**src/icache_consts.svh**
```systemverilog
`ifndef ICACHE_CONSTS_SVH
`define ICACHE_CONSTS_SVH

// address split
`define ICACHE_TAG_W 20
`define ICACHE_INDEX_W 8
`define ICACHE_OFFSET_W 4

// organization
`define ICACHE_LINE_WORDS 4
`define ICACHE_WAYS 2

// bus read types
`define ICACHE_RD_WORD 3'b010
`define ICACHE_RD_LINE 3'b100

`endif

```
**src/icache_addr_pkg.sv**
```systemverilog
`include "icache_consts.svh"

package icache_addr_pkg;

    // address fields
    typedef logic [`ICACHE_TAG_W-1:0] tag_t;
    typedef logic [`ICACHE_INDEX_W-1:0] index_t;
    typedef logic [`ICACHE_OFFSET_W-1:0] offset_t;
    typedef logic [$clog2(`ICACHE_LINE_WORDS)-1:0] word_sel_t;
    typedef logic [`ICACHE_TAG_W+`ICACHE_INDEX_W+`ICACHE_OFFSET_W-1:0] addr_t;

    // payload
    typedef logic [31:0] word_t;
    typedef logic [`ICACHE_LINE_WORDS*32-1:0] line_t;

endpackage

```
**src/icache_ctrl_pkg.sv**
```systemverilog
`include "icache_consts.svh"

package icache_ctrl_pkg;

    typedef enum logic [1:0] {
        IDLE,
        LOOKUP,
        REFILL
    } main_state_t;

    typedef logic [$clog2(`ICACHE_WAYS)-1:0] way_id_t;

    // matches the width of the bus read-type codes
    typedef logic [2:0] rd_type_t;

endpackage

```
**src/icache_ctrl.sv**
```systemverilog
`include "icache_consts.svh"

module icache_ctrl (
    input  logic                       clk,
    input  logic                       resetn,
    input  logic                       valid,
    input  icache_addr_pkg::tag_t      tag,
    input  icache_addr_pkg::index_t    index,
    input  icache_addr_pkg::offset_t   offset,
    input  logic                       uncached,
    input  logic                       hit,
    input  logic                       rd_rdy,
    input  logic                       ret_valid,
    input  logic                       ret_last,
    input  icache_addr_pkg::word_t     ret_data,
    input  icache_addr_pkg::word_t     hit_word,
    input  icache_addr_pkg::word_t     miss_word,
    output logic                       addr_ok,
    output logic                       data_ok,
    output icache_addr_pkg::word_t     rdata,
    output logic                       accept,
    output icache_addr_pkg::tag_t      req_tag,
    output icache_addr_pkg::index_t    req_index,
    output icache_addr_pkg::word_sel_t req_word,
    output logic                       fill,
    output icache_ctrl_pkg::way_id_t   fill_way,
    output logic                       burst_start,
    output logic                       rd_req,
    output icache_ctrl_pkg::rd_type_t  rd_type,
    output icache_addr_pkg::addr_t     rd_addr
);

    icache_ctrl_pkg::main_state_t state;
    icache_addr_pkg::offset_t req_offset;
    icache_ctrl_pkg::way_id_t repl_ptr;
    logic req_uncached;
    logic addr_done;
    logic lookup_hit;
    logic last_beat;

    assign lookup_hit = (state == icache_ctrl_pkg::LOOKUP) & hit & !req_uncached;
    assign last_beat = (state == icache_ctrl_pkg::REFILL) & ret_valid & ret_last;

    // pipe side
    assign addr_ok = (state == icache_ctrl_pkg::IDLE) | lookup_hit;
    assign accept = valid & addr_ok;
    assign data_ok = lookup_hit | last_beat;
    assign rdata = (state == icache_ctrl_pkg::LOOKUP) ? hit_word :
                   req_uncached ? ret_data : miss_word;

    always_ff @(posedge clk) begin
        if (!resetn) begin
            state <= icache_ctrl_pkg::IDLE;
        end else begin
            case (state)
                icache_ctrl_pkg::IDLE: begin
                    if (accept) begin
                        state <= icache_ctrl_pkg::LOOKUP;
                    end
                end
                icache_ctrl_pkg::LOOKUP: begin
                    if (!lookup_hit) begin
                        state <= icache_ctrl_pkg::REFILL;
                    end else if (!accept) begin
                        state <= icache_ctrl_pkg::IDLE;
                    end
                end
                icache_ctrl_pkg::REFILL: begin
                    if (last_beat) begin
                        state <= icache_ctrl_pkg::IDLE;
                    end
                end
                default: state <= icache_ctrl_pkg::IDLE;
            endcase
        end
    end

    // request latch
    always_ff @(posedge clk) begin
        if (accept) begin
            req_tag <= tag;
            req_index <= index;
            req_offset <= offset;
        end
    end

    always_ff @(posedge clk) begin
        if (!resetn) begin
            req_uncached <= 1'b0;
        end else if (accept) begin
            req_uncached <= uncached;
        end
    end

    assign req_word = req_offset[`ICACHE_OFFSET_W-1:2];

    // bus read, held until rd_rdy
    always_ff @(posedge clk) begin
        if (!resetn || state != icache_ctrl_pkg::REFILL) begin
            addr_done <= 1'b0;
        end else if (rd_req && rd_rdy) begin
            addr_done <= 1'b1;
        end
    end

    assign rd_req = (state == icache_ctrl_pkg::REFILL) & !addr_done;
    assign rd_type = req_uncached ? `ICACHE_RD_WORD : `ICACHE_RD_LINE;
    assign rd_addr = req_uncached ? {req_tag, req_index, req_offset} :
                     {req_tag, req_index, {`ICACHE_OFFSET_W{1'b0}}};
    assign burst_start = rd_req & rd_rdy & !req_uncached;

    // refill write and round-robin victim
    assign fill = last_beat & !req_uncached;
    assign fill_way = repl_ptr;

    always_ff @(posedge clk) begin
        if (!resetn) begin
            repl_ptr <= '0;
        end else if (fill) begin
            repl_ptr <= repl_ptr + 1'b1;
        end
    end

endmodule

```
**config.mk**
```make
export PLATFORM = sky130hd
export DESIGN_NAME = icache_ctrl
export DESIGN_NICKNAME = d
export VERILOG_FILES = /design/src/icache_addr_pkg.sv /design/src/icache_ctrl_pkg.sv /design/src/icache_ctrl.sv
export VERILOG_INCLUDE_DIRS = /design/src /design/src/src
export SDC_FILE = /design/constraint.sdc
export NUM_CORES = 1
export LEC_CHECK = 0
export BUFFER_PORTS_ARGS = -buffer_cell sky130_fd_sc_hd__buf_4
export CORE_AREA = 5 5 91 93
export CTS_CLUSTER_SIZE = 25
export DETAILED_ROUTE_END_ITERATION = 8
export DIE_AREA = 0 0 96 98
export PLACE_DENSITY = 0.68
export SKIP_CTS_REPAIR_TIMING = 1
export SLEW_MARGIN = 0
export SYNTH_ARGS = -nofsm -noshare
export SYNTH_HDL_FRONTEND = slang
export SYNTH_SLANG_ARGS = --single-unit
```
**constraint.sdc**
```tcl
create_clock -name clk -period 3.6 [get_ports clk]
set_clock_uncertainty 0.05 [all_clocks]
set_input_delay 0.18 -clock clk [delete_from_list [all_inputs] [get_ports clk]]
set_output_delay 0.18 -clock clk [all_outputs]
set_load 0.02 [all_outputs]
```
Word level (Yosys, flattened, before mapping)
Cells that the tools add are included.
{"block": "op_classes", "add_sub_neg": 1, "eq_ne": 6, "mux": 9, "bitwise": 11, "reduce_logical": 7}
{"operator": "$mux W32", "n": 2}
{"operator": "$and A1 B1 Y1", "n": 9}
{"operator": "$mux W2", "n": 4}
{"operator": "$ne A2 B2 Y1 const B", "n": 3}
{"operator": "$pmux W2 S3", "n": 1}
{"operator": "$mux W4", "n": 1}
{"operator": "$logic_not A1 Y1", "n": 3}
{"operator": "$mux W3", "n": 1}
{"operator": "$ne A3 B3 Y1 const B", "n": 1}
{"operator": "$reduce_and A3 Y1", "n": 1}
{"operator": "$eq A2 B1 Y1 const B", "n": 1}
{"operator": "$eq A2 B2 Y1 const B", "n": 1}
{"operator": "$logic_not A2 Y1", "n": 1}
{"operator": "$or A1 B1 Y1", "n": 2}
{"operator": "$add A1 B1 Y1 const B", "n": 1}
{"operator": "$logic_and A1 B1 Y1", "n": 1}
{"operator": "$logic_or A1 B1 Y1", "n": 1}
{"block": "totals", "regBits": 37, "inputBits": 136, "output_inout_bits": 104, "word_cells": 41}

Logic depth before layout (Yosys ltp)
{"block": "logic_depth", "depth_word": 8, "depth_mapped": 5}

Worst setup path after synthesis
No wires, ideal clock.
{"block": "synth_timing", "kind": "flip-flop to flip-flop", "startpoint": "register req_uncached", "endpoint": "register req_index[0], enable pin", "setup_time_ps": 447, "arrival_ps": 2506, "required_ps": 3103, "setup_slack_ps": 597, "stages_incl_launch_ff": 4, "path_buffers": 1, "cell_sequence": "dfxtp_1 > buf_4 > nand2b_1 > a21oi_1"}
{"block": "synth_between", "elab_chain_cells": 4}
{"element": "from (decl)", "line": "icache_ctrl.sv:36", "source": "logic req_uncached;"}
{"element": "from (signal assigned)", "line": "icache_ctrl.sv:91", "source": "req_uncached <= uncached;"}
{"element": "$logic_not A1 Y1", "line": "icache_ctrl.sv:41", "source": "assign lookup_hit = (state == icache_ctrl_pkg::LOOKUP) & hit & !req_uncached;"}
{"element": "$and A1 B1 Y1", "line": "icache_ctrl.sv:41"}
{"element": "$or A1 B1 Y1", "line": "icache_ctrl.sv:45", "source": "assign addr_ok = (state == icache_ctrl_pkg::IDLE) | lookup_hit;"}
{"element": "$and A1 B1 Y1", "line": "icache_ctrl.sv:46", "source": "assign accept = valid & addr_ok;"}
{"element": "net accept", "line": "icache_ctrl.sv:21", "source": "output logic accept,"}
{"element": "to (signal assigned)", "line": "icache_ctrl.sv:82", "source": "req_index <= index;"}
{"element": "to (decl)", "line": "icache_ctrl.sv:23", "source": "output icache_addr_pkg::index_t req_index,"}
The timed path passes the listed nets, and every way through them passes these cells.
A chain may end at the register's enable or synchronous reset.

Worst setup path in the final report
{"block": "layout_timing", "startpoint": "register state[0]", "endpoint": "output rdata[7]"}
{"block": "layout_between", "elab_chain_cells": 2}
{"element": "from (decl)", "line": "icache_ctrl.sv:33", "source": "icache_ctrl_pkg::main_state_t state;"}
{"element": "from (signal assigned)", "line": "icache_ctrl.sv:53", "source": "state <= icache_ctrl_pkg::IDLE;"}
{"element": "from (signal assigned)", "line": "icache_ctrl.sv:58", "source": "state <= icache_ctrl_pkg::LOOKUP;"}
{"element": "from (signal assigned)", "line": "icache_ctrl.sv:63", "source": "state <= icache_ctrl_pkg::REFILL;"}
{"element": "$eq A2 B1 Y1", "line": "icache_ctrl.sv:48", "source": "assign rdata = (state == icache_ctrl_pkg::LOOKUP) ? hit_word :"}
{"element": "$mux W32", "line": "icache_ctrl.sv:48"}
{"element": "to (decl)", "line": "icache_ctrl.sv:20", "source": "output icache_addr_pkg::word_t rdata,"}
No other way between the ends.

==> impl_metrics.py <==
metrics = {
    "outcome": {
        "run_status": "completed",
    },
    "routing": {
        "wl_per_cell_um": 15.4,
        "drc": 0,
        "vias": 2253,
        "routed_via_density": 4.39,
        "drtPass1Iterations": 4,
        "routed_wl_um": 7910,
        "drt_iter0_markers": 48,
        "ant_nets": 0,
    },
    "synth": {
        "synth_top_area_cell": "edfxtp_1",
        "yosysUniqueCellTypes": 22,
        "netlist_instances": 208,
        "yosysSeqAreaShare": 0.483,
        "synth_warnings": 0,
        "synth_edf_count": 32,
        "syn-num-nets": 344,
        "syn-mean-instance-area_um2": 10.6,
        "synth_area_mm2": 0.00219,
        "synth_top_cell_area_share": 0.438,
        "synth_area_leaders": "edfxtp_1 44%, mux2i_1 15%, buf_4 11%",
        "synth-async-reset-ratio": 0,
        "ys_ff_latch": 37,
        "synth-main-ff-cell": "edfxtp_1",
    },
    "clocking": {
        "clockRootBuffer": "clkbuf_8",
        "cts_tree": "built",
        "htree_num_levels": 2,
        "clk_latency_ps": 280,
        "cts-buffers-inserted": 5,
        "cts.path.max_buffers": 2,
        "cts.sinks": 37,
        "clk_pin_slew_ps": 70,
    },
    "place": {
        "io_buffers": 238,
        "dpl_cell_area_mm2": 0.00379,
        "preCtsSetupSlack_ps": 1350,
        "dpl.cell_count": 505,
        "hpwl_um": 6890,
        "gp_congestion": 0.822,
    },
    "floorplanning": {
        "top_level_ports": 240,
        "fp.dieH_um": 98,
        "start_util": 0.295,
        "num_rows": 32,
        "die-area_mm2": 0.00941,
        "core_area_mm2": 0.00745,
        "die_x_um": 96,
    },
    "global_route": {
        "grt_pass1_vias": 2299,
        "grt_first_pass_wirelength_um": 11400,
        "antenna_found_initial": 0,
        "grt_util_all_layers": 0.156,
        "gr-total-overflow": 0,
        "grt_max_degree": 67,
    },
    "worst_setup_path": {
        "startpoint_type": "register",
        "required_ps": 3370,
        "crit_arrival_ps": 2310,
        "end_kind": "output pin",
        "worst-setup-path-type": "reg2out",
        "slowest_delay_ps": 1010,
        "cp_max_fo": 66,
        "crit_slowest_cell": "nor2b_4",
        "cp_cell_sequence": "nor2b_4 > o21ai_1 > buf_4",
    },
    "finish": {
        "finish.net_count": 546,
        "final_cell_area_mm2": 0.00390,
        "drive_gt1_frac": 0.608,
        "fin_util": 0.523,
        "antenna_cells": 0,
        "fin_cells": 513,
        "synthToLayoutAreaGrowth_pct": 77.6,
    },
    "power_and_ir_drop": {
        "p_leak_nw": 1.80,
        "pwr-share-seq": 0.382,
        "pwr-share-comb": 0.364,
        "power_mw": 1.35,
        "pwr-share-clk": 0.254,
        "intPower_mw": 0.948,
        "swShare": 0.297,
        "power_switching_mw": 0.401,
        "power_density_mw_per_mm2": 346,
        "peakVddDrop_mv": 0.153,
    },
    "timing": {
        "worst_slew_pin_slew_ps": 1220,
        "timing.hold.ws_ps": 18.8,
        "rsz0062_at_grt": "no",
        "relSlewSlack": 0.185,
        "maxSlewViolCount": 0,
        "setup_tns_ps": 0,
        "max_freq_mhz": 394,
        "finalCritPeriodShare": 0.706,
        "hold_violations": 0,
        "period_minus_slack_ps": 2540,
        "setup_viol": 0,
        "worst_slack_ps": 1060,
    },
    "job": {
        "drv_cap": 0,
    },
    "min_path": {
        "hold_class": "in2reg",
    },
}
## layout make-up
cell class | count | area, µm²
clock inverter | 3 | 41.3
tap | 102 | 128
sequential | 37 | 1060
inverter | 1 | 3.75
clock buffer | 5 | 68.8
fill | 691 | 3550
timing repair buffer | 239 | 1790
multi-input combinational | 126 | 800
## sequential cells by signal (all words and copies together) (netlist names)
| name | cells |
|---|---|
| addr_done | 1 |
| fill_way | 1 |
| req_index | 8 |
| req_offset | 4 |
| req_tag | 20 |
| req_uncached | 1 |
| state | 2 |
## synthesized netlist by cell type (2+ instances only)
library cell	count
a21boi_1	2
and2_1	5
dfxtp_1	5
nor2_1	3
o21ai_0	2
buf_2	4
mux2i_1	33
buf_4	33
buf_6	7
nand2_1	35
nand2b_1	5
edfxtp_1	32
a21oi_1	2
o21ai_1	32
## placed cells by master (no fill, tap or decap), types with 2 or more instances in the layout
cell type  synthesis  layout
buf_4             33     239
nand2_1           35      35
mux2i_1           33      33
o21ai_1           32      32
edfxtp_1          32      32
nand2b_1           5       5
and2_1             5       5
clkbuf_8           0       5
dfxtp_1            5       4
nor2_1             3       3
a21boi_1           2       2
o21ai_0            2       2
## cells by family (layout without fill, tap and decap cells)
group	after synthesis	in the layout	synth area share
and+or+nand+nor	53	53	0.112
DFF	37	37	0.483
muxes	33	33	0.151
buffers and inverters	45	248	0.160
other	1	1	0.00171
AOI/OAI and AO/OA	39	39	0.0929
## routing by layer
layer  part of all wire  up-vias  GRT usage
met4              0.020        0     0.0427
met2               0.54      153      0.305
met5                  0        -          0
met3               0.12       11     0.0562
li1                   -     1093          -
met1               0.31      996      0.146
## worst paths after layout
path / slack [ps] / cells after the start / startpoint / to
worst max-delay path: 1060 / 3 / state[0]$_SDFFE_PN0P_ / rdata[7]
worst min-delay path: 20 / 1 / tag[14] / req_tag[14]$_DFFE_PP_
worst max register to register: 1750 / 3 / state[0]$_SDFFE_PN0P_ / state[1]$_SDFFE_PN0P_
worst min register to register: 420 / 2 / fill_way$_SDFFE_PN0P_ / fill_way$_SDFFE_PN0P_
## power by group through the flow
stage | Clock (mW) | Combinational [mW] | Sequential [mW]
after CTS | 0.355 | 0.498 | 0.516
after global routing | 0.371 | 0.523 | 0.519
after detailed placement | 0 | 0.497 | 0.526
final | 0.343 | 0.491 | 0.516
after floorplan | 0 | 0.235 | 0.550
after global placement | 0 | 0.493 | 0.524
## critical path: cells and delay by family (launching register included)
kind | cells | cell delay, ps
AO/OA/AOI/OAI | 1 | 300
AND/OR/NAND/NOR | 1 | 1010
flip-flops | 1 | 440
buffers and inverters | 1 | 240
Note: power is estimated with default switching activity, not from simulation.
