`config.mk`:
```
export PLATFORM = sky130hd
export DESIGN_NAME = icache_refill_buffer
export DESIGN_NICKNAME = d
export VERILOG_FILES = /design/src/icache_addr_pkg.sv /design/src/icache_refill_buffer.sv
export VERILOG_INCLUDE_DIRS = /design/src /design/src/src
export SDC_FILE = /design/constraint.sdc
export NUM_CORES = 1
export LEC_CHECK = 0
export ABC_AREA = 1
export BUFFER_PORTS_ARGS = -buffer_cell sky130_fd_sc_hd__buf_2
export CAP_MARGIN = 20
export CORE_UTILIZATION = 43
export DETAILED_ROUTE_END_ITERATION = 7
export GPL_TIMING_DRIVEN = 0
export PLACE_DENSITY = 0.67
export SLEW_MARGIN = 20
export SYNTH_ARGS = -nofsm -noshare
export SYNTH_HDL_FRONTEND = slang
export SYNTH_SLANG_ARGS = --single-unit
```
`constraint.sdc`:
```
create_clock -name clk -period 3.1 [get_ports clk]
set_clock_uncertainty 0.1 [all_clocks]
set_input_delay 0.62 -clock clk [delete_from_list [all_inputs] [get_ports clk]]
set_output_delay 0.62 -clock clk [all_outputs]
set_load 0.005 [all_outputs]
```
`src/icache_consts.svh`:
```
`ifndef ICACHE_CONSTS_SVH
`define ICACHE_CONSTS_SVH

// address split
`define ICACHE_TAG_W 20
`define ICACHE_INDEX_W 8
`define ICACHE_OFFSET_W 4

// organization
`define ICACHE_LINE_WORDS 4
`define ICACHE_WAYS 2

// bus read types
`define ICACHE_RD_WORD 3'b010
`define ICACHE_RD_LINE 3'b100

`endif

```
`src/icache_addr_pkg.sv`:
```
`include "icache_consts.svh"

package icache_addr_pkg;

    // address fields
    typedef logic [`ICACHE_TAG_W-1:0] tag_t;
    typedef logic [`ICACHE_INDEX_W-1:0] index_t;
    typedef logic [`ICACHE_OFFSET_W-1:0] offset_t;
    typedef logic [$clog2(`ICACHE_LINE_WORDS)-1:0] word_sel_t;
    typedef logic [`ICACHE_TAG_W+`ICACHE_INDEX_W+`ICACHE_OFFSET_W-1:0] addr_t;

    // payload
    typedef logic [31:0] word_t;
    typedef logic [`ICACHE_LINE_WORDS*32-1:0] line_t;

endpackage

```
`src/icache_refill_buffer.sv`:
```
`include "icache_consts.svh"

module icache_refill_buffer (
    input  logic                       clk,
    input  logic                       resetn,
    input  logic                       burst_start,
    input  logic                       ret_valid,
    input  icache_addr_pkg::word_t     ret_data,
    input  icache_addr_pkg::word_sel_t req_word,
    output icache_addr_pkg::line_t     fill_line,
    output icache_addr_pkg::word_t     miss_word
);

    icache_addr_pkg::word_sel_t beat_cnt;
    logic [`ICACHE_LINE_WORDS*32-1:0] line_q;

    // beats arrive word 0 first
    always_ff @(posedge clk) begin
        if (!resetn || burst_start) begin
            beat_cnt <= '0;
        end else if (ret_valid) begin
            beat_cnt <= beat_cnt + 1'b1;
        end
    end

    always_ff @(posedge clk) begin
        if (burst_start) begin
            line_q <= '0;
        end else if (ret_valid) begin
            line_q <= fill_line;
        end
    end

    // current beat merged in so the last beat can fill directly
    always_comb begin
        fill_line = line_q;
        if (ret_valid) begin
            fill_line[beat_cnt*32 +: 32] = ret_data;
        end
    end

    assign miss_word = fill_line[req_word*32 +: 32];

endmodule

```
# [Word-level counts from Yosys, hierarchy flattened]
# Cells that the tools add are included.
[word_totals] regBits=130 memories=0 latchBits=0 input_bits=38 output_inout_bits=160 rom_bits=0 elab_cells=11 mem_bits_rw=0
[classes] n_eq_ne=0 div_mod_pow=0 shift=3 bitwise=0 n_mul=0 order_cmp=0 n_addsub=2 n_reduce_logical=2 n_mux=2
[op_table] operator="128-bit bitwise mux" n=1
[op_table] operator="128-bit 2-to-1 mux" n=1
[op_table] operator="32-bit by 34-bit variable shift with 128-bit output, first input constant" n=1
[op_table] operator="128-bit by 8-bit variable part select with 32-bit output" n=1
[op_table] operator="32-bit by 34-bit variable part select with 128-bit output" n=1
[op_table] operator="7-bit negation with 34-bit output" n=1
[op_table] operator="2-bit by 1-bit adder with 2-bit output, second input constant" n=1
[op_table] operator="1-bit zero test" n=1
[op_table] operator="1-bit logical OR" n=1

# [Longest topological paths before layout]
# Gate-level depths: netlist of the first run.
[depth] word_depth=5 ltp_mapped=12 mapped_depth_nobuf=9

# [Worst setup path after synthesis of the first run]
# OpenSTA, ideal clock, no wires.
[synth_path] path_kind="flip-flop to output port" from="reg beat_cnt[0]" to="out miss_word[16]" path_buffers=3 slack_ns=0.506 t_required_ns=2.380 path_stages_with_launch=11 t_arrival_ns=1.874 path_cell_list="dfxtp_1 -> buf_2 -> inv_2 -> buf_2 -> ha_1 -> nor2_1 -> buf_2 -> nand3_1 -> nand3_1 -> nand3_1 -> nand2_1"
[synth_between] elab_chain_cells=5 word_cells_on_any_way=6 cone_classes="add/sub: 1; shift: 3; mux: 2"
[synth_rtl] item="start: declaration" line="icache_refill_buffer.sv:14" rtl="icache_addr_pkg::word_sel_t beat_cnt;"
[synth_rtl] item="start signal: assignment" line="icache_refill_buffer.sv:22" rtl="beat_cnt <= beat_cnt + 1'b1;"
[synth_rtl] item="7-bit negation with 34-bit output *" line="icache_refill_buffer.sv:38" rtl="fill_line[beat_cnt*32 +: 32] = ret_data;"
[synth_rtl] item="32-bit by 34-bit variable part select with 128-bit output / 32-bit by 34-bit variable shift with 128-bit output (equally long branches)" line="icache_refill_buffer.sv:38"
[synth_rtl] item="128-bit bitwise mux *" line="icache_refill_buffer.sv:38"
[synth_rtl] item="128-bit 2-to-1 mux *" line="icache_refill_buffer.sv:37" rtl="if (ret_valid) begin"
[synth_rtl] item="128-bit by 8-bit variable part select with 32-bit output *" line="icache_refill_buffer.sv:42" rtl="assign miss_word = fill_line[req_word*32 +: 32];"
[synth_rtl] item="end: declaration" line="icache_refill_buffer.sv:11" rtl="output icache_addr_pkg::word_t miss_word"
# Every way passes the cells marked *; elsewhere a longest branch is shown, timed or not.

# [Final worst setup path of the first run]
[layout_path] from="reg beat_cnt[0]" to="out miss_word[10]"
# Same word-level chain as after synthesis.

==> run summary, run 1 <==
Routed WL: 30600 um
MaxCap Viol Count: 0
Post-synth top area cell: dfxtp_1
Fillers: 1686
GRT overflow: 0
Worst skew pair latency: 0.43 ns
Die width: 133 um
Most common cell after layout, fill and taps aside: nand2_1
First DRT Iteration DRCs: 1135
Synth area leaders: dfxtp_1 (35%), nand2_1 (18%), nand3_1 (16%)
CP required: 2.38 ns
Pwr per Cell Area: 467 mW/mm^2
Synth Area per Inst: 6.17 sq um
DP Wirelength: 22500 um
CP Launch Type: flop
Unrepaired setup endpoints after global routing: true
Initial antenna violation count: 1
Vias in the first global route: 7715
Switching power share of the total: 28.0%
Share of layout cells above drive strength 1: 22.9%
Via/cell ratio: 5.36
Reg2Reg Setup Slack: 1.13 ns
RR Endpoint: line_q[69]
P_leak: 0.00565 uW
Status: completed
Worst-margin pin slew: 0.867 ns
Worst path slowest cell: dfxtp_2
Max-slew violations: 0
Max IR drop VDD: 0.408 mV
Die height: 133 um
Core ar.: 0.0166 sq mm
GRT Util Overall: 33.9%
Synth Warn #: 0
Netlist cell types: 21
Power Internal: 3230 uW
Cell count after synthesis: 1194
Share of power burned in registers: 37.9%
Htree depth: 4
Die ar.: 0.0177 sq mm
Worst setup path start: beat_cnt[0]
First-pass GRT wire length: 44700 um
Clock-pin slew on the worst setup and hold paths: 0.06 ns
F_max: 325 MHz
Num CTS Buffers: 17
Mapped Area: 0.00737 sq mm
P_sw: 1260 uW
Top cell type's share of synthesized area: 35.3%
Clk pwr share: 46.9%
Setup TNS: 0 ns
Clock Sinks: 130
Slowest stage delay, CP: 0.34 ns
Final setup fails: 0
Critical path endpoint: miss_word[10]
Most frequent cells in the layout: nand2_1 (349), nand3_1 (230), buf_2 (213), nor2_1 (129), dfxtp_1 (129)
Tmin final: 3.08 ns
Final period util: 99.4%
Max_slew headroom: 42.2%
CTS tree: yes
Worst-case reg-to-reg path depth: 10
Hold Path Class: in2reg
Routed Antenna Nets: 0
GP Congestion: 0.959
Final Hold Viols: 0
Diodes inserted: 0
Crit path cell chain: buf_6, inv_2, buf_12, ha_4, nor2_4, buf_6, nand3_1, nand3_2, nand3_1, nand2_1, buf_2
Worst r2r src: beat_cnt[0]
Initial Util: 44.3%
Max clock buf depth: 2
Root buf cell: clkbuf_16
Yosys reg bits: 130
Crit path max fanout: 10
Io pins: 198
Port Buffers: 194
Wirelength per Cell: 18.5 um
Nature of the critical path endpoint: output pin
Combinational share of power: 15.2%
Nets: 1462
Row cnt: 47
Crit path kind: reg2out
Register area share after synthesis: 35.3%
Area Overhead vs Synth: 30.3%
Drc violations: 0
Vias after detailed routing: 8852
Synth Net Count: 1237
Minimum hold slack: 0.384 ns
Worst Path Arrival: 2.36 ns
Initial DRT Pass Iterations: 6
Largest net degree at the start of global routing: 17
## cells by family after synthesis
logic type | Yosys count | synth area share (%)
adder cells (fa/ha/maj) | 5 | 0.849
flip-flops | 130 | 35.3
AO/OA/AOI/OAI | 129 | 10.6
buffers and inverters | 189 | 10.8
AND/OR/NAND/NOR | 741 | 42.4
## critical path, delay by kind of cell (launching register included)
family	cells	cell delay, ns
adder cells (fa/ha/maj)	1	0.27
buffers and inverters	5	0.59
flip-flops	1	0.34
AND/OR/NAND/NOR	5	0.74
## registers in the layout (all words and copies together), names as in the netlist
register,cells
beat_cnt,2
line_q,128
## per-layer routing
| layer | vias to the layer above | global-route usage, % | wire length, um |
|---|---|---|---|
| met3 | 69 | 9.58 | 3960 |
| met4 | 0 | 11.2 | 858 |
| met1 | 3915 | 46.4 | 12800 |
| met2 | 584 | 50.9 | 12900 |
| li1 | 4284 | - | - |
| met5 | - | 0 | 0 |
## worst min path at each step
stage	endpoint	start	cells past startpoint	slack, ns
2_1_floorplan	line_q[0]	line_q[0]	2	0.37
3_3_place_gp	line_q[112]	line_q[112]	2	0.38
3_5_place_dp	line_q[5]	line_q[5]	2	0.39
4_1_cts	beat_cnt[0]	resetn	3	0.37
5_1_grt	beat_cnt[0]	resetn	3	0.39
6_report	beat_cnt[1]	ret_valid	2	0.38
## final cells by class
class                   instances  area (sq um)  share of cell area, %
multi-input cells             875          4110                   42.8
flip-flops and latches        130          2600                   27.1
repair buffers                206          1090                   11.4
plain buffers                  79           503                   5.24
clock buffers                  21           470                   4.90
inverters                     110           418                   4.35
well taps                     220           275                   2.87
clock inverters                10           133                   1.38
## Yosys cell counts, drive strengths merged
cell type and instances:
a211oi 1, a21boi 54, a21oi 74, buf 56
clkbuf 23, clkinv 1, dfxtp 130, ha 5
inv 109, nand2 357, nand3 238, nor2 146
## metrics by stage
stage / power [uW] / worst slack (ns) / instance area [sq um] / cells / util [%]
3_5_place_dp: 2350 / -0.0943 / 8620 / 1608 / 51.8
2_1_floorplan: 2080 / 0.506 / 7370 / 1194 / -
6_report: 4490 / 0.0194 / 9600 / 1651 / 57.7
3_3_place_gp: 2350 / -0.114 / 8620 / 1608 / 51.8
5_1_grt: 4590 / -0.0230 / 9600 / 1651 / 57.7
4_1_cts: 4450 / 0.0201 / 9490 / 1648 / 57.0
## power groups by stage
stage / combinational (uW) / clock [uW] / sequential, uW
final: 681 / 2110 / 1700
after global routing: 723 / 2170 / 1700
after CTS: 643 / 2110 / 1700
after detailed placement: 611 / 0 / 1740
after global placement: 610 / 0 / 1740
after floorplan: 347 / 0 / 1740
## timing repair
action,4_1_cts,5_1_grt
buffers inserted,7,3
resized for setup,57,39
endpoints found under the setup margin,158,42
hold buffers,0,0
cloned,2,0
pin swaps,4,8
(Power assumes the default switching activity.)
==> run 2, diff against run 1 <==
CORE_UTILIZATION = 53   (was 43)
PLACE_DENSITY = 0.8   (was 0.67)
SETUP_SLACK_MARGIN = 0.2   (was default)
==> run 2 against run 1 <==
Effect of this change: the run now ends with DRC, setup timing left; sequential share of layout area fell by 2.4 points; routed wire length grew 10%; non-clock buffer count is 21 higher; utilization increased by 21 points; sequential cell count is the same; count of clock-buffer cells in the layout rose by 2; highest routed layer unchanged; register-to-register slack worse by 0.07 ns; global-route usage increased by 8.2 points; first-iteration DRC count increased by 50%; worst hold slack better by 0.0013 ns; sequential power barely moved; combinational power is 14% higher.
==> run summary, run 2 (synthesis results as in run 1) <==
Status: finished, violations left
Failing checks: DRC, setup timing
CP required: 2.38 ns
RR Endpoint: line_q[53]
Core ar.: 0.0134 sq mm
Max FFs per register: 128
Post-Layout Inst Area: 0.0106 sq mm
Routed Antenna Nets: 0
Worst setup path start: beat_cnt[0]
Die height: 120 um
Dpl ws: -0.134 ns
Placed Area: 0.00856 sq mm
Final period util: 101%
Largest net degree at the start of global routing: 17
Final setup fails: 7
Io pins: 198
DP Wirelength: 22300 um
Final WS setup: -0.0335 ns
Hold worst-path end: beat_cnt[0]
Biggest register: line_q
Vias after detailed routing: 9831
Nature of the critical path endpoint: output pin
Crit path max fanout: 10
Clock-pin slew on the worst setup and hold paths: 0.06 ns
Share of power burned in registers: 36.9%
Power Internal: 3290 uW
Root buf cell: clkbuf_16
Worst skew pair latency: 0.44 ns
First DRT Iteration DRCs: 1704
Die width: 120 um
P_leak: 0.00617 uW
Clk pwr share: 46.3%
Routed WL: 33600 um
Tmin final: 3.13 ns
F_max: 319 MHz
Port Buffers: 194
Area Overhead vs Synth: 43.2%
Share of layout cells above drive strength 1: 34.5%
First-pass GRT wire length: 45100 um
Vias in the first global route: 7993
Row cnt: 42
Final Hold Viols: 0
Most frequent cells in the layout: nand2_1 (304), buf_2 (214), nand3_1 (151), dfxtp_1 (129), nor2_1 (128)
Worst-case reg-to-reg path depth: 12
Reg2Reg Setup Slack: 1.06 ns
Num CTS Buffers: 17
Minimum hold slack: 0.385 ns
Pwr per Cell Area: 437 mW/mm^2
Top flop regs: line_q (128), beat_cnt (2)
Power Total: 4610 uW
Max-slew violations: 0
Htree depth: 4
Max IR drop VDD: 0.441 mV
Worst-margin pin slew: 0.980 ns
Via/cell ratio: 6.03
Wirelength per Cell: 20.7 um
CTS tree: yes
Combinational share of power: 16.8%
GRT overflow: 0
Clock Sinks: 130
Die ar.: 0.0144 sq mm
Hold Path Cell Cnt: 3
Max clock buf depth: 2
MaxCap Viol Count: 0
Hold Path Class: in2reg
Worst Path Arrival: 2.41 ns
Initial Util: 55.0%
Worst r2r src: beat_cnt[0]
P_sw: 1320 uW
Unrepaired setup endpoints after global routing: true
Most common cell after layout, fill and taps aside: nand2_1
Crit path kind: reg2out
Diodes inserted: 0
Initial DRT Pass Iterations: 8
GRT Util Overall: 42.1%
Switching power share of the total: 28.6%
Drc violations: 2
Max_slew headroom: 34.7%
CP Launch Type: flop
Initial antenna violation count: 0
GP Congestion: 0.953
HP Start: resetn
Nets: 1483
## run 2: cell types whose count changed in the layout (fill, tap and decap cells not counted), sizes merged
cell / before / now
buf: 256 / 280
clkbuf: 50 / 49
clkinv: 5 / 4
## run 2: layer usage
layer | wire, um | global-route usage (%)
met1 | 12400 | 58.2
met2 | 14200 | 61.7
met3 | 5150 | 11.6
met4 | 1900 | 16.1
met5 | 0 | 0
## run 2: how the worst max path moves through the flow
| stage | end | slack, ns | depth (start not counted) |
|---|---|---|---|
| finish | miss_word[14] | -0.03 | 13 |
| detailed placement | miss_word[17] | -0.13 | 13 |
| floorplan | miss_word[16] | 0.51 | 10 |
| CTS | miss_word[28] | 0.12 | 13 |
| global placement | miss_word[14] | -0.08 | 13 |
| global route | miss_word[24] | -0.07 | 12 |
## run 2: power by group through the flow
stage / Sequential [uW] / Combinational (uW) / Clock (uW)
finish: 1700 / 775 / 2140
global route: 1700 / 808 / 2180
CTS: 1700 / 660 / 2090
detailed placement: 1740 / 602 / 0
global placement: 1740 / 598 / 0
floorplan: 1740 / 347 / 0
## run 2: layout make-up
cell class                 instances  area [sq um]
timing repair buffer             227          1290
tap                              176           220
buffer                            79           567
sequential                       130          2600
clock buffer                      23           488
multi-input combinational        875          4840
clock inverter                     9           128
inverter                         110           420
fill                             969          2850
## run 2: worst max-delay path, stage by stage (launching register included)
cell and delay, ns:
dfxtp_2 0.35, buf_6 0.12, inv_4 0.04, buf_12 0.12, ha_4 0.32, nand2_4 0.08
nor2_4 0.14, buf_12 0.15, buf_8 0.15, nand2_1 0.07, nand3_2 0.09, nand3_1 0.10
nand2_2 0.12, buf_2 0.12
## run 2: timing repair
item	CTS	global route
setup endpoints to repair	160	101
buffers inserted	8	14
pin swaps	20	42
hold buffers	0	0
gates cloned	6	5
gates resized for setup	115	214
## run 2: metrics by stage
stage                     utilization (%)  setup TNS, ns  cells
after floorplan                         -              0   1194
after global placement               63.9         -0.349   1564
after detailed placement             63.9         -0.968   1564
after CTS                            71.8              0   1610
after global routing                 78.8         -0.554   1629
final                                78.8         -0.108   1629
==> run 3, diff against run 2 <==
CORE_UTILIZATION = 58   (was 53)
HOLD_SLACK_MARGIN = 0.08   (was default)
PLACE_DENSITY = 0.87   (was 0.8)
clock period = 4.1 ns   (was 3.1 ns; I/O delays follow)
==> run 3 against run 2 <==
Effect of this change: sequential share of layout area is 3.8 points higher; combinational power is 37% lower; die area is 8.5% lower; the flow now finishes without violations; design area is 13% lower; worst setup slack better by 0.27 ns; via count is 6.6% lower; routed wire length is 11% lower; total power is 31% lower; utilization is 4.0 points lower; critical path type unchanged; largest power group unchanged; global-route usage is 2.6 points higher; non-clock buffer count is 33 lower; critical endpoint is now miss_word[5].
==> run summary, run 3 (synthesis results as in run 1) <==
Tmin final: 3.86 ns
Share of layout cells above drive strength 1: 20.9%
F_max: 259 MHz
Placed Cells: 1556
GRT overflow: 0
Most common cell after layout, fill and taps aside: nand2_1
Post-CTS Setup Inserts: 0
First DRT Iteration DRCs: 1534
GP Congestion: 0.999
P_leak: 0.00547 uW
Max IR drop VDD: 0.332 mV
MaxCap Viol Count: 0
Hold-fix buffers at CTS: 0
CP top delay family: buffers and inverters
GRT Util Overall: 44.7%
Vias after detailed routing: 9180
Share of power burned in registers: 40.4%
Nature of the critical path endpoint: output pin
Hold Path Cell Cnt: 2
Root buf cell: clkbuf_16
Crit path max fanout: 12
Via/cell ratio: 5.78
Worst skew pair latency: 0.42 ns
Vias in the first global route: 7784
First-pass GRT wire length: 43300 um
Worst-margin pin slew: 0.828 ns
Area Overhead vs Synth: 23.9%
Max FFs per register: 128
CP required: 3.18 ns
Initial DRT Pass Iterations: 7
Num CTS Buffers: 17
Core ar.: 0.0122 sq mm
Pwr per Cell Area: 349 mW/mm^2
Switching power share of the total: 28.9%
Hold Path Class: reg2reg
Worst r2r src: beat_cnt[0]
Biggest register: line_q
Diodes inserted: 0
Unrepaired setup endpoints after global routing: true
Crit path kind: reg2out
Fin cells: 1587
Die ar.: 0.0132 sq mm
Routed Antenna Nets: 0
Wirelength per Cell: 18.8 um
Crit path cell chain: clkbuf_4, inv_2, clkbuf_4, ha_1, clkinvlp_4, clkbuf_4, nand2_1, nor2_1, nand2_1, nand3_1, nand3_1, nand2_1, buf_2
Power Internal: 2260 uW
Initial antenna violation count: 0
Die height: 115 um
Port Buffers: 194
Htree depth: 4
Top flop regs: line_q (128), beat_cnt (2)
P_sw: 921 uW
Drc violations: 0
Reg2Reg Setup Slack: 1.52 ns
Worst path slowest cell: dfxtp_1
Routed WL: 29800 um
Most frequent cells in the layout: nand2_1 (353), nand3_1 (238), buf_2 (229), nor2_1 (133), dfxtp_1 (130)
Final Hold Viols: 0
Largest net degree at the start of global routing: 17
Worst Path Arrival: 2.94 ns
CP Launch Type: flop
Hold worst-path end: line_q[3]
Slowest stage delay, CP: 0.38 ns
Final setup fails: 0
Nets: 1450
Max clock buf depth: 2
Clock-pin slew on the worst setup and hold paths: 0.06 ns
Initial Util: 60.4%
DP Wirelength: 22800 um
Max-slew violations: 0
Max_slew headroom: 44.8%
Combinational share of power: 15.3%
Row cnt: 40
Final period util: 94.2%
Clk pwr share: 44.3%
Setup TNS: 0 ns
Io pins: 198
Crit path buf inv count: 6
CTS tree: yes
Worst setup path start: beat_cnt[0]
HP Start: line_q[3]
Clock Sinks: 130
Status: completed
RR Endpoint: line_q[55]
Die width: 115 um
Worst-case reg-to-reg path depth: 10
## run 3: cell count changes in the layout (fill, tap and decap cells not counted), moves of 6 or more
cell,before,now
nand3_2,83,0
buf_12,6,0
nand2_2,47,3
nand2_1,304,353
a21boi_1,24,12
nor2_4,14,6
a21boi_0,4,42
buf_2,214,229
buf_8,7,0
buf_4,25,10
buf_6,21,0
nand3_1,151,238
a21boi_4,6,0
a21boi_2,20,0
## run 3: power by group through the flow
stage	Sequential (uW)	Combinational, uW	Clock [uW]
floorplan	1310	263	0
global placement	1310	451	0
finish	1290	487	1410
global route	1290	512	1450
CTS	1290	459	1390
detailed placement	1310	457	0
## run 3: layout make-up
cell class	instances	area, sq um
buffer	79	394
timing repair buffer	194	971
clock inverter	11	90.1
sequential	130	2600
fill	1037	3080
tap	168	210
clock buffer	20	447
inverter	110	417
multi-input combinational	875	4000
## run 3: what timing repair did
action	in CTS	in global routing
gates cloned	0	0
resized for setup	2	13
setup endpoints to repair	2	40
## run 3: through the flow
stage	utilization [%]	area, sq um	setup WS, ns	power, uW	hold slack (ns)
floorplan	-	7370	1.31	1580	0.373
finish	74.8	9130	0.236	3190	0.397
detailed placement	70.0	8550	0.696	1770	0.387
global placement	70.0	8550	0.729	1770	0.382
CTS	74.5	9090	0.224	3140	0.396
global route	74.8	9130	0.132	3250	0.413
## run 3: worst max-delay path by stage
stage / depth (start not counted) / slack, ns / end
2_1_floorplan: 10 / 1.31 / miss_word[16]
3_3_place_gp: 13 / 0.73 / miss_word[7]
3_5_place_dp: 13 / 0.70 / miss_word[12]
4_1_cts: 13 / 0.22 / miss_word[12]
5_1_grt: 13 / 0.13 / miss_word[12]
6_report: 13 / 0.24 / miss_word[5]
## run 3: tightest hold or removal path, stage by stage (launching register included)
cell	delay (ns)
dfxtp_1	0.30
nand2_1	0.09
a21oi_1	0.07
## run 3: routing by layer
metal	share of wire [%]	GRT usage (%)	vias to the layer above	routed length (um)
met5	0	0	-	0
met4	2.7	15.1	0	814
met3	16	13.9	86	4750
met2	42	65.6	782	12500
met1	39	62.1	4076	11800
li1	-	-	4236	-
